File: config.mk
export PLATFORM = sky130hd
export DESIGN_NAME = queue_display_top
export DESIGN_NICKNAME = d
export VERILOG_FILES = /design/src/common/qdisp_pkg.sv /design/src/hdl/packet_receiver.sv /design/src/hdl/queue_bank.sv /design/src/hdl/queue_display_top.sv /design/src/vga/tile_renderer.sv /design/src/vga/vga_timing.sv
export VERILOG_INCLUDE_DIRS = /design/src /design/src/common
export SDC_FILE = /design/constraint.sdc
export NUM_CORES = 1
export LEC_CHECK = 0
export BUFFER_PORTS_ARGS = -buffer_cell sky130_fd_sc_hd__clkbuf_2
export CAP_MARGIN = 40
export CELL_PAD_IN_SITES_DETAIL_PLACEMENT = 2
export CELL_PAD_IN_SITES_GLOBAL_PLACEMENT = 2
export CORE_MARGIN = 2
export CORE_UTILIZATION = 35
export CTS_BUF_LIST = sky130_fd_sc_hd__clkbuf_8
export DETAILED_ROUTE_END_ITERATION = 12
export MAX_ROUTING_LAYER = met4
export PLACE_DENSITY_LB_ADDON = 0.1
export SETUP_SLACK_MARGIN = 0.5
export SYNTH_ARGS = -nofsm -noshare
export SYNTH_HDL_FRONTEND = slang
export SYNTH_SLANG_ARGS = --single-unit
File: constraint.sdc
create_clock -name clk -period 3.25 [get_ports clk]
set_clock_uncertainty 0.2 [all_clocks]
set_input_delay 0.4875 -clock clk [delete_from_list [all_inputs] [get_ports clk]]
set_output_delay 0.4875 -clock clk [all_outputs]
set_load 0.01 [all_outputs]
File: src/common/qdisp_defs.svh
`ifndef QDISP_DEFS_SVH
`define QDISP_DEFS_SVH

// Queue geometry
`define QD_NUM_QUEUES 4
`define QD_NUM_SLOTS 6
`define QD_SLOT_EMPTY 7

// Receiver arming
`define QD_START_CYCLES 3 // Consecutive low samples of start

// Shared drop counter
`define QD_DROP_W 11

// Timing in pixels and lines
`define QD_H_TOTAL 800
`define QD_H_SYNC 96
`define QD_V_TOTAL 525
`define QD_V_SYNC 2

// Tile grid placement
`define QD_TILE_SIZE 52
`define QD_TILE_X0 154 // Queue 0 column
`define QD_TILE_PITCH 62
`define QD_TILE_Y0 40 // Row of slot 5

`endif

File: src/common/qdisp_pkg.sv
`include "qdisp_defs.svh"

package qdisp_pkg;

	typedef logic [1:0] queue_id_t;
	typedef logic [1:0] payload_t;
	typedef logic [2:0] slot_t; // Empty code or {0, payload}

	typedef struct packed {
		queue_id_t dest; // First two bits received
		payload_t value;
	} packet_t;

	typedef slot_t [`QD_NUM_SLOTS-1:0] queue_t; // Slot 0 newest
	typedef queue_t [`QD_NUM_QUEUES-1:0] queue_set_t;

	typedef logic [`QD_DROP_W-1:0] drop_cnt_t;

	typedef logic [9:0] coord_t;

	typedef struct packed {
		coord_t x;
		coord_t y;
	} pixel_pos_t;

	typedef logic [7:0] rgb332_t; // RRRGGGBB

	typedef enum logic [1:0] {
		rx_idle,
		rx_wait_press,
		rx_wait_release
	} rx_state_t;

	localparam int payload_vals = 2 ** $bits(payload_t);

	// One shade per queue and value
	localparam rgb332_t tile_palette [`QD_NUM_QUEUES][payload_vals] = '{
		'{8'hE0, 8'hC0, 8'hA0, 8'h80}, // Reds
		'{8'h1C, 8'h18, 8'h14, 8'h10}, // Greens
		'{8'h03, 8'h02, 8'h01, 8'h4B}, // Blues
		'{8'hFC, 8'hD8, 8'hB4, 8'h90} // Yellows
	};

	localparam rgb332_t tile_empty = 8'h49; // Grey

endpackage

File: src/hdl/packet_receiver.sv
`include "qdisp_defs.svh"

module packet_receiver (
	input logic clk,
	input logic rst_n,
	input logic start,
	input logic bin0,
	input logic bin1,
	output logic push,
	output qdisp_pkg::packet_t pkt
);

	import qdisp_pkg::*;

	localparam int arm_w = $clog2(`QD_START_CYCLES + 1);

	rx_state_t state;
	logic [arm_w-1:0] arm_cnt;
	logic [1:0] bit_idx;
	logic [3:0] shift_reg;
	logic one_low;
	logic rx_bit;
	logic capture;

	assign one_low = bin0 ^ bin1; // Exactly one button pressed
	assign rx_bit = ~bin0; // bin0 enters a 1
	assign capture = (state == rx_wait_press) && one_low;

	// MSB first, so the first two bits land in dest
	assign pkt = packet_t'(shift_reg);

	always_ff @(posedge clk or negedge rst_n) begin
		if (!rst_n) begin
			state <= rx_idle;
			arm_cnt <= '0;
			bit_idx <= '0;
			push <= 1'b0;
		end else begin
			push <= 1'b0;
			case (state)
				rx_idle: begin
					if (!start) begin
						if (arm_cnt == arm_w'(`QD_START_CYCLES - 1)) begin
							state <= rx_wait_press;
							arm_cnt <= '0;
							bit_idx <= '0;
						end else begin
							arm_cnt <= arm_cnt + 1'b1;
						end
					end else begin
						arm_cnt <= '0; // Low samples must be consecutive
					end
				end
				rx_wait_press: begin
					if (one_low) begin
						bit_idx <= bit_idx + 1'b1;
						state <= rx_wait_release;
						if (bit_idx == 2'd3)
							push <= 1'b1;
					end
				end
				rx_wait_release: begin
					if (bin0 && bin1) begin
						// Index wrapped to 0 after the fourth bit
						state <= (bit_idx == 2'd0) ? rx_idle : rx_wait_press;
					end
				end
				default: state <= rx_idle;
			endcase
		end
	end

	always_ff @(posedge clk) begin
		if (capture)
			shift_reg <= {shift_reg[2:0], rx_bit};
	end

	a_push_single: assert property (@(posedge clk) disable iff (!rst_n)
		push |=> !push);

endmodule

File: src/hdl/queue_bank.sv
`include "qdisp_defs.svh"

module queue_bank (
	input logic clk,
	input logic rst_n,
	input logic push,
	input qdisp_pkg::packet_t pkt,
	output qdisp_pkg::queue_set_t queues,
	output qdisp_pkg::drop_cnt_t drop_count
);

	import qdisp_pkg::*;

	localparam slot_t slot_empty = slot_t'(`QD_SLOT_EMPTY);
	localparam queue_t queue_empty = {`QD_NUM_SLOTS{slot_empty}};

	queue_t dest_q;
	queue_t shifted_q;
	slot_t new_slot;
	logic lost;

	assign dest_q = queues[pkt.dest];
	assign new_slot = {1'b0, pkt.value};
	assign shifted_q = {dest_q[`QD_NUM_SLOTS-2:0], new_slot};

	// Oldest entry falls off the end
	assign lost = dest_q[`QD_NUM_SLOTS-1] != slot_empty;

	always_ff @(posedge clk or negedge rst_n) begin
		if (!rst_n) begin
			queues <= {`QD_NUM_QUEUES{queue_empty}};
			drop_count <= '0;
		end else if (push) begin
			queues[pkt.dest] <= shifted_q;
			if (lost)
				drop_count <= drop_count + 1'b1; // Wraps freely
		end
	end

	a_drop_after_push: assert property (@(posedge clk) disable iff (!rst_n)
		$changed(drop_count) |-> $past(push));

endmodule

File: src/hdl/queue_display_top.sv
module queue_display_top (
	input logic clk,
	input logic rst_n,
	input logic start,
	input logic bin0, // Low when pressed
	input logic bin1,
	output qdisp_pkg::queue_set_t queues,
	output qdisp_pkg::drop_cnt_t drop_count,
	output logic hsync,
	output logic vsync,
	output qdisp_pkg::rgb332_t color
);

	import qdisp_pkg::*;

	logic push;
	packet_t pkt;
	pixel_pos_t pos;

	packet_receiver u_rx (
		.clk(clk),
		.rst_n(rst_n),
		.start(start),
		.bin0(bin0),
		.bin1(bin1),
		.push(push),
		.pkt(pkt)
	);

	queue_bank u_queues (
		.clk(clk),
		.rst_n(rst_n),
		.push(push),
		.pkt(pkt),
		.queues(queues),
		.drop_count(drop_count)
	);

	vga_timing u_timing (
		.clk(clk),
		.rst_n(rst_n),
		.pos(pos),
		.hsync(hsync),
		.vsync(vsync)
	);

	tile_renderer u_render (
		.clk(clk),
		.rst_n(rst_n),
		.pos(pos),
		.queues(queues),
		.color(color)
	);

endmodule

File: src/vga/tile_renderer.sv
`include "qdisp_defs.svh"

module tile_renderer (
	input logic clk,
	input logic rst_n,
	input qdisp_pkg::pixel_pos_t pos,
	input qdisp_pkg::queue_set_t queues,
	output qdisp_pkg::rgb332_t color
);

	import qdisp_pkg::*;

	localparam int slot_idx_w = $clog2(`QD_NUM_SLOTS);

	logic col_hit;
	queue_id_t col;
	logic row_hit;
	logic [slot_idx_w-1:0] slot_idx;
	slot_t cur_slot;
	rgb332_t next_color;

	// Column lookup
	always_comb begin
		col_hit = 1'b0;
		col = '0;
		for (int q = 0; q < `QD_NUM_QUEUES; q++) begin
			if (pos.x >= `QD_TILE_X0 + q * `QD_TILE_PITCH &&
					pos.x < `QD_TILE_X0 + q * `QD_TILE_PITCH + `QD_TILE_SIZE) begin
				col_hit = 1'b1;
				col = queue_id_t'(q);
			end
		end
	end

	// Row lookup with the oldest slot on top
	always_comb begin
		row_hit = 1'b0;
		slot_idx = '0;
		for (int r = 0; r < `QD_NUM_SLOTS; r++) begin
			if (pos.y >= `QD_TILE_Y0 + r * `QD_TILE_SIZE &&
					pos.y < `QD_TILE_Y0 + (r + 1) * `QD_TILE_SIZE) begin
				row_hit = 1'b1;
				slot_idx = slot_idx_w'(`QD_NUM_SLOTS - 1 - r);
			end
		end
	end

	assign cur_slot = queues[col][slot_idx];

	always_comb begin
		if (!(col_hit && row_hit))
			next_color = '0; // Background
		else if (cur_slot == slot_t'(`QD_SLOT_EMPTY))
			next_color = tile_empty;
		else
			next_color = tile_palette[col][cur_slot[$bits(payload_t)-1:0]];
	end

	always_ff @(posedge clk or negedge rst_n) begin
		if (!rst_n)
			color <= '0;
		else
			color <= next_color;
	end

endmodule

File: src/vga/vga_timing.sv
`include "qdisp_defs.svh"

module vga_timing (
	input logic clk,
	input logic rst_n,
	output qdisp_pkg::pixel_pos_t pos,
	output logic hsync,
	output logic vsync
);

	import qdisp_pkg::*;

	logic pix_en;
	coord_t x_cnt;
	coord_t y_cnt;
	logic line_end;

	assign line_end = x_cnt == coord_t'(`QD_H_TOTAL - 1);

	always_ff @(posedge clk or negedge rst_n) begin
		if (!rst_n) begin
			pix_en <= 1'b1;
			x_cnt <= '0;
			y_cnt <= '0;
		end else begin
			pix_en <= ~pix_en; // Half-rate pixel strobe
			if (pix_en) begin
				if (line_end) begin
					x_cnt <= '0;
					if (y_cnt == coord_t'(`QD_V_TOTAL - 1))
						y_cnt <= '0;
					else
						y_cnt <= y_cnt + 1'b1;
				end else begin
					x_cnt <= x_cnt + 1'b1;
				end
			end
		end
	end

	assign pos = '{x: x_cnt, y: y_cnt};

	// Sync pulses sit at the start of line and frame
	assign hsync = x_cnt < coord_t'(`QD_H_SYNC);
	assign vsync = y_cnt < coord_t'(`QD_V_SYNC);

	a_x_range: assert property (@(posedge clk) disable iff (!rst_n)
		x_cnt < coord_t'(`QD_H_TOTAL));

endmodule
# After elaboration in Yosys (flattened, before gate mapping)
# Cells that the tools add are included.
# word_totals
reg_bits	123
latch_bits	0
ramBits	0
rom_bits	0
elab_cells	158
memories	0
# op_classes
addsub	5
n_mul	0
n_div	0
order_cmp	28
eq_ne	12
shift	0
muxes	53
bitwise_logic	5
reduce_logical	21
# op_table
cell	count
18-bit binary-select mux with 2-bit select	2
72-bit bitwise mux	1
32-bit binary-select mux with 2-bit select	1
32-bit two-way mux	2
18-bit two-way mux	3
10-bit by 8-bit greater-or-equal comparator with 1-bit output (second input constant)	5
10-bit by 9-bit < comparator with 1-bit output (second input constant)	5
10-bit by 8-bit < comparator with 1-bit output (second input constant)	4
18-bit demux with 2-bit select	1
8-bit two-way mux	4
10-bit by 9-bit greater-or-equal comparator with 1-bit output (second input constant)	3
2-bit two-way mux	11
3-bit two-way mux	7
10-bit by 1-bit adder with 10-bit output (second input constant)	2
10-bit equality test (second input constant)	2
10-bit by 7-bit < comparator with 1-bit output (second input constant)	2
10-bit two-way mux	2
8-bit binary-select mux with 2-bit select	1
1-bit two-way mux	15
1-bit logical AND	14
11-bit by 1-bit adder with 11-bit output (second input constant)	1
10-bit by 6-bit greater-or-equal comparator with 1-bit output (second input constant)	1
10-bit by 7-bit greater-or-equal comparator with 1-bit output (second input constant)	1
10-bit by 2-bit < comparator with 1-bit output (second input constant)	1
21 further kinds	33

# Depth between registers and ports, before layout
# Gate-level depths: netlist (run 1).
# logic_depth
word_depth	16
ltp_mapped	12

# Cells and area by module
# Synthesis (run 1) repeated with hierarchy kept, for this count alone.
# hier_totals
cells_unflattened	564
hier_area_um2	6438.7
# modules_own_cells
mod	n_inst	cells_each	area_per_inst_um2
queue_bank	1	204	3363.2
tile_renderer	1	215	1519.0
vga_timing	1	108	1084.8
packet_receiver	1	37	471.7

# Worst setup path before layout (run 1)
# OpenSTA, ideal clock, no wires.
# synth_timing
path_type	reg2reg
startpoint	register u_timing.x_cnt[7]
endpoint	register u_render.color[3]
setup_time_ns	0.101
arrival_time_ns	2.624
t_required_ns	2.949
path_slack_ns	0.325
path_stages_with_launch	12
path_buffers	2
period_less_slack_ns	2.925
cell_sequence	dfrtp_1 > buf_6 > or4b_4 > o32ai_4 > and2b_1 > buf_6 > nor2_1 > a211o_1 > o32a_1 > a211oi_2 > nor2_1 > o32ai_1
# synth_between
elab_chain_len	15
elab_cells_between_ends	35
cone_classes	order compare (8); eq/ne (1); mux (19); bitwise (2); reduce/logical (5)
# synth_rtl
element	line	text
start, declared	vga_timing.sv:14	coord_t x_cnt;
start signal, assigned	vga_timing.sv:35	x_cnt <= x_cnt + 1'b1;
10-bit by 8-bit greater-or-equal comparator with 1-bit output (no line) or 10-bit by 9-bit < comparator with 1-bit output (tied branches)	--	
1-bit logical AND (no line)	--	
1-bit two-way mux	tile_renderer.sv:27	if (pos.x >= `QD_TILE_X0 + q * `QD_TILE_PITCH &&
2-bit two-way mux (2 in a row)	tile_renderer.sv:27	
18-bit binary-select mux with 2-bit select	tile_renderer.sv:48	assign cur_slot = queues[col][slot_idx];
18-bit two-way mux (implied by the code)	tile_renderer.sv:48	
3-bit binary-select mux with 3-bit select	tile_renderer.sv:48	
3-bit two-way mux (implied by the code)	tile_renderer.sv:48	
2-bit inverter with 3-bit output (implied by the code)	tile_renderer.sv:56	next_color = tile_palette[col][cur_slot[$bits(payload_t)-1:0]];
8-bit binary-select mux with 2-bit select	tile_renderer.sv:56	
8-bit two-way mux (implied by the code) (2 in a row)	tile_renderer.sv:56	
8-bit two-way mux	tile_renderer.sv:53	else if (cur_slot == slot_t'(`QD_SLOT_EMPTY))
8-bit two-way mux *	tile_renderer.sv:51	if (!(col_hit && row_hit))
net u_render.next_color[3]	tile_renderer.sv:20	rgb332_t next_color;
end signal, assigned	tile_renderer.sv:63	color <= next_color;
end, declared	tile_renderer.sv:8	output qdisp_pkg::rgb332_t color
# Mark *: on every way through the listed nets, which the timed path passes. The rest lies on a longest branch. The select of a mux whose other input is x is not followed.
# A chain may end at the register's enable or synchronous reset.

# Worst setup path after layout (run 1)
# layout_timing
startpoint	register u_timing.x_cnt[5]
endpoint	register u_render.color[3]
# The elaborated chain is that of the path after synthesis.

==> flow_summary.yaml, run 1 <==
die:
  floorplan.die.width_um: 136.9
  floorplan.core_area_um2: 17300
  die_height_um: 136.9
  floorplan.die_area_um2: 18750
  design.portCount: 98
  floorplan.initialDensity_pct: 35.75
  rows: 48
layout:
  mostFrequentLayoutCell: "clkbuf_2"
  insertedDiodeCount: 0
  final_area_um2: 7740
  num-nets-final: 692
  seq_area_um2: 3197
  multi_input_area_um2: 3010
  post_route_cells_drive_above_1_share_pct: 51.52
  most_used_cells_in_the_layout_excluding_fill_and_tap_cells: "96 x clkbuf_2, 73 x dfstp_2, 71 x mux2_2, 40 x dfrtp_1, 39 x nand2_1"
  layout-area-overhead-vs-synth_pct: 25.17
  nFillCells: 1808
  final_core_utilization_pct: 44.75
pwr:
  power.total_uw: 3147
  max-vdd-ir-drop_mv: 0.2212
  powerDensity_nw_per_um2: 406.6
  cellLeakagePower_uw: 0.003432
worst_setup_path:
  setup.worst_path.class: "flip-flop to flip-flop"
  endpoint_kind: "flip-flop"
  data_arrival_at_the_endpoint_of_the_critical_path_ns: 3.21
  cp.buffers_inverters: 2
  nature_of_the_critical_path_startpoint: "flip-flop"
  timing.critical_path.slowest_stage_cell: "or4b_4"
  critical_path.cell_chain: "or4b_4 > o32ai_4 > nand2b_4 > nand2_8 > buf_12 > mux2i_1 > o311ai_1 > a211o_1 > buf_4 > nand3_1 > o32ai_1"
  worst_path_dominant_cell_family: "compound AO/OA/AOI/OAI gates"
  largest_stage_delay_worst_path_ns: 0.57
  worstPathMaxFanout: 6
  worst-endpoint-required_ns: 3.39
logic_synthesis:
  net_count_after_synthesis: 566
  synthesis.instances: 552
  synth_enable_flop_cells: 4
  netlist-cell-type-count: 65
  synth_seq_area_share_pct: 51.58
  postSynthAreaPerCell_um2: 11.20
  ys_seq_elements: 123
  synth.cell_area_um2: 6183
  yosysWarnings: 0
  leading_register_cell_type_out_of_synthesis: "dfstp_2"
  synth_async_sr_flop_share_pct: 96.75
clock_network:
  clock_latency_at_the_later_pin_of_the_worst_skew_pair_ns: 0.45
  ctsRootBufferMaster: "clkbuf_8"
  clk_path_buf_depth: 2
  clock-sinks: 123
  numCtsBuffers: 17
  maximum_level_of_the_cts_h_tree: 4
  clk_pin_slew_ns: 0.09
  cts_tree: "built"
sta:
  report.final.slew_viol_count: 0
  min_period_over_period_pct: 94.48
  worstMarginPinSlew_ns: 0.9000
  unrepaired_setup_endpoints_after_global_routing: "true"
  report.final.hold_viol_count: 0
  finalWorstSetupSlack_ns: 0.1793
  timing.fmax_mhz: 325.7
  fin_setup_tns_ns: 0
  layout_min_cycle_time_ns: 3.071
  setup_viol: 0
  relSlewSlack_pct: 39.83
route:
  avgViaCountPerCell: 5.390
  initialDrtViolationCount: 224
  met1_length_um: 9361
  routed_wire_length_on_met2_um: 9330
  drt_first_pass_iters: 4
  antenna_violating_nets_post_route: 0
  met3_length_um: 628
  totalWireLength_um: 19510
  route.vias.total: 4937
  drc: 0
  routedWlPerCell_um: 21.30
  routed.top_layer: "met4"
grt:
  grt_max_degree: 57
  globalRouteTotalUtil_pct: 22.47
  grt-ovfl-total: 0
  grt_first_pass_wirelength_um: 30730
  grt_antenna_before_repair: 0
  grt_pass1_vias: 5300
worst_hold_path:
  hp-class: "input port to flip-flop"
place:
  detailed_place.area_um2: 7058
  setup_slack_at_placement_ns: 0.08050
  numPortBuffers: 97
  gp_congestion: 0.8625
  hpwlAfterDp_um: 14390
status:
  status: "finished clean"
run:
  maxCapViolCount: 0
==> per-stage QoR <==
stage,std cells,hold slack (ns)
floorplan,552,-0.008091
global placement,871,0.2572
detailed placement,872,0.2784
CTS,911,0.05733
global route,916,0.08039
finish,916,0.08497
==> cell usage after synthesis, types with 4 or more instances <==
library cell	count	area share, %
a211oi_1	7	0.85
a21oi_1	7	0.57
a31oi_1	4	0.40
and2_1	10	1.0
and3_1	7	0.71
buf_2	7	0.57
clkbuf_1	16	0.97
dfrtp_1	46	19
dfstp_2	73	31
edfxtp_1	4	1.9
ha_1	9	1.8
inv_1	15	0.91
mux2_2	71	13
mux2i_1	6	0.97
nand2_1	39	2.4
nand2b_1	4	0.40
nand3_1	16	1.3
nand3b_1	5	0.61
nand4_1	11	1.1
nor2_1	39	2.4
nor2b_1	6	0.61
nor3_1	15	1.2
nor3b_1	4	0.49
nor4_1	6	0.61
o21ai_0	26	2.1
o221ai_1	4	0.57
o22ai_1	15	1.5
or2_2	5	0.51
xnor2_1	11	1.6
xor2_1	8	1.1
==> sequential cells by signal (all words and copies together), names as in the netlist <==
signal,count
u_queues.queues,72
u_queues.drop_count,11
u_timing.x_cnt,10
u_timing.y_cnt,10
u_render.color,8
u_rx.pkt,4
u_rx.arm_cnt,2
u_rx.bit_idx,2
u_rx.state,2
u_rx.push,1
u_timing.pix_en,1
==> kinds of logic after synthesis <==
group           synth area share, %
mux                           13.90
fa+ha+maj                     1.821
buf+inv                       3.116
flops                         51.58
xor+xnor                      2.691
simple gates                  14.73
compound gates                12.16
==> cell type report <==
class                      instances  area share (%)
clock buffer                      17           3.023
inverter                          15          0.7274
sequential                       123           41.30
tap                              225           3.637
timing repair buffer             134           10.49
multi-input combinational        387           38.89
clock inverter                    15           1.924
==> path summary, 6_finish.rpt <==
path / slack, ns / endpoint / from / cells past startpoint
setup / recovery: 0.18 / u_render.color[3]$_DFF_PN0_ / u_timing.x_cnt[5]$_DFFE_PN0P_ / 11
setup reg to reg: 0.18 / u_render.color[3]$_DFF_PN0_ / u_timing.x_cnt[5]$_DFFE_PN0P_ / 11
hold / removal: 0.08 / u_rx.pkt[0]$_DFFE_PP_ / bin0 / 2
min in group asynchronous: 0.37 / u_timing.y_cnt[7]$_DFFE_PN0P_ / rst_n / 2
max in group asynchronous: 1.69 / u_queues.queues[48]$_DFFE_PN1P_ / rst_n / 3
hold reg to reg: 0.29 / u_queues.drop_count[10]$_DFFE_PN0P_ / u_queues.drop_count[10]$_DFFE_PN0P_ / 1
==> per-layer routing <==
layer / vias to the layer above / track usage [%]
li1: 2272 / -
met1: 2558 / 31.01
met2: 93 / 34.39
met3: 14 / 3.481
met4: 0 / 6.415
met5: - / -
==> worst reg2reg max path, delay by kind of cell, from the launching register on <==
family / cells / cell delay (ns)
AO/OA/AOI/OAI: 4 / 1.11
buffers and inverters: 2 / 0.25
flip-flops: 1 / 0.39
multiplexers: 1 / 0.08
AND/OR/NAND/NOR: 4 / 0.95
==> power by group <==
part / switching (uW) / leakage, uW / internal, uW
logic: 92.3 / 0.00183 / 66.7
registers: 59.3 / 0.00141 / 1590
clock network: 712 / 0.000193 / 630
total: 864 / 0.00343 / 2280
==> timing repair <==
| action | in CTS | in global routing |
|---|---|---|
| hold endpoints to repair | 22 | 0 |
| setup endpoints to repair | 9 | 10 |
| pin swaps | 5 | 5 |
| cloned | 0 | 1 |
| buffers inserted | 6 | 4 |
| hold buffers | 1 | 0 |
| gates resized for setup | 25 | 21 |
Power figures use the tool's default switching activity.
==> run 2, diff against run 1 <==
Settings changed: CORE_UTILIZATION 35 to 38.
==> flow_summary.yaml, run 2 (synthesis results as in run 1) <==
route:
  antenna_violating_nets_post_route: 0
  routedWlPerCell_um: 22.96
  drc: 0
  totalWireLength_um: 21120
  route.vias.total: 5120
  drt_first_pass_iters: 7
  initialDrtViolationCount: 200
  avgViaCountPerCell: 5.565
grt:
  grt-ovfl-total: 0
  grt_first_pass_wirelength_um: 32420
  globalRouteTotalUtil_pct: 24.73
  grt_pass1_vias: 5451
  grt_antenna_before_repair: 0
  grt_max_degree: 120
sta:
  report.final.hold_viol_count: 0
  unrepaired_setup_endpoints_after_global_routing: "true"
  fin_setup_tns_ns: 0
  setup_viol: 0
  timing.fmax_mhz: 323.3
  relSlewSlack_pct: 49.92
  worstMarginPinSlew_ns: 0.7433
  layout_min_cycle_time_ns: 3.093
  report.final.slew_viol_count: 0
  min_period_over_period_pct: 95.17
  finalWorstSetupSlack_ns: 0.1570
  worst_hold_slack_ns: 0.07653
worst_setup_path:
  data_arrival_at_the_endpoint_of_the_critical_path_ns: 3.20
  worstPathMaxFanout: 10
  worstReg2RegStart: "u_timing.y_cnt[2]$_DFFE_PN0P_"
  endpoint_kind: "flip-flop"
  number_of_cells_on_the_worst_reg_to_reg_path: 9
  reg2reg_setup_slack_ns: 0.16
  worst-endpoint-required_ns: 3.35
  regToRegEndpoint: "u_render.color[4]$_DFF_PN0_"
  nature_of_the_critical_path_startpoint: "flip-flop"
  setup.worst_path.class: "flip-flop to flip-flop"
clock_network:
  maximum_level_of_the_cts_h_tree: 4
  clk_pin_slew_ns: 0.08
  cts_tree: "built"
  clock_latency_at_the_later_pin_of_the_worst_skew_pair_ns: 0.45
  clk_path_buf_depth: 2
  ctsRootBufferMaster: "clkbuf_8"
  clock-sinks: 123
  numCtsBuffers: 17
layout:
  mostFrequentLayoutCell: "clkbuf_2"
  final_area_um2: 7973
  nFillCells: 1596
  multi_input_area_um2: 3080
  insertedDiodeCount: 0
  seq_area_um2: 3203
  largest_register_ffs: 72
  most_used_cells_in_the_layout_excluding_fill_and_tap_cells: "97 x clkbuf_2, 73 x dfstp_2, 70 x mux2_2, 39 x nand2_1, 39 x buf_4"
  layout-area-overhead-vs-synth_pct: 28.94
  largest_reg_by_ff_count: "u_queues.queues"
  post_route_cells_drive_above_1_share_pct: 55.26
  biggestRegsByFlops: "u_queues.queues (72), u_queues.drop_count (11)"
  num-nets-final: 705
die:
  floorplan.core_area_um2: 15890
  design.portCount: 98
  floorplan.die_area_um2: 17310
  floorplan.die.width_um: 131.6
  die_height_um: 131.6
  floorplan.initialDensity_pct: 38.93
  rows: 46
pwr:
  power_frac_clock_pct: 43.5
  powerDensity_nw_per_um2: 399.9
  comb_power_share_pct: 4.9
  max-vdd-ir-drop_mv: 0.2265
  power.internal_uw: 2357
  cellLeakagePower_uw: 0.003512
  seq_power_share_pct: 51.6
  power.share.switching_pct: 26.09
  p_sw_uw: 831.8
worst_hold_path:
  hp-class: "input port to flip-flop"
  whs_path_depth: 2
  hp-start: "bin0"
  timing.hold.worst_endpoint: "u_rx.pkt[0]$_DFFE_PP_"
place:
  detailed_place.area_um2: 7036
  numPortBuffers: 97
  gp_congestion: 0.8739
  hpwlAfterDp_um: 14260
  setup_slack_at_placement_ns: 0.02734
run:
  maxCapViolCount: 0
status:
  status: "finished clean"
[run 2: cell count changes in the layout (fill, tap and decap cells not counted), sizes merged]
cell and change:
buf +12, inv -6, clkbuf +3, clkinv +3
and2b -1, bufinv +1, clkinvlp +1
[run 2: worst max-delay path by stage]
stage	slack (ns)	cells after the start	start	end
detailed placement	0.03	10	u_timing.x_cnt[5]$_DFFE_PN0P_	u_render.color[6]$_DFF_PN0_
global route	0.07	9	u_timing.y_cnt[2]$_DFFE_PN0P_	u_render.color[4]$_DFF_PN0_
CTS	0.15	10	u_timing.x_cnt[5]$_DFFE_PN0P_	u_render.color[4]$_DFF_PN0_
global placement	0.17	10	u_timing.x_cnt[5]$_DFFE_PN0P_	u_render.color[0]$_DFF_PN0_
floorplan	0.41	11	u_timing.x_cnt[7]$_DFFE_PN0P_	u_render.color[0]$_DFF_PN0_
finish	0.16	9	u_timing.y_cnt[2]$_DFFE_PN0P_	u_render.color[4]$_DFF_PN0_
[run 2: cell type report]
type | count | area share [%]
clock buffer | 18 | 3.107
sequential | 123 | 40.18
clock inverter | 14 | 1.836
tap | 216 | 3.390
timing repair buffer | 148 | 12.15
inverter | 15 | 0.7062
multi-input combinational | 386 | 38.64
[run 2: power by group through the flow]
stage	Combinational, uW	Sequential [uW]	Clock [uW]
3_3_place_gp	147	1670	0
3_5_place_dp	158	1670	0
4_1_cts	162	1650	1410
6_report	158	1650	1390
2_1_floorplan	103	1640	0
5_1_grt	182	1660	1480
[run 2: critical path: stages, from the launching register on]
cell,delay [ns]
dfrtp_2,0.50
a2111oi_4,0.41
o21bai_1,0.18
a31oi_4,0.26
nand2_1,0.18
a211o_1,0.32
o32a_1,0.21
a211oi_4,0.31
nand4_1,0.19
nor2b_1,0.17
[run 2: what timing repair did]
action | CTS | global route
endpoints found under the hold margin | 46 | 0
buffers inserted | 11 | 14
resized for setup | 33 | 41
hold buffers | 1 | 0
pin swaps | 11 | 18
endpoints found under the setup margin | 9 | 9
gates cloned | 0 | 1
[run 2: metrics by stage]
step           util [%]  power [uW]  instances
5_1_grt           50.19        3316        920
6_report          50.19        3189        920
3_5_place_dp      44.29        1830        861
2_1_floorplan         -        1746        552
4_1_cts           48.24        3217        905
3_3_place_gp      44.12        1812        859
[run 2: per-layer routing]
| layer | GRT usage [%] | wire length (um) | up-vias | part of all wire, % |
|---|---|---|---|---|
| li1 | - | - | 2286 | - |
| met1 | 32.11 | 9332 | 2688 | 44 |
| met2 | 40.11 | 10690 | 126 | 51 |
| met3 | 5.170 | 848 | 20 | 4.0 |
| met4 | 5.374 | 254 | 0 | 1.2 |
| met5 | - | 0 | - | 0 |
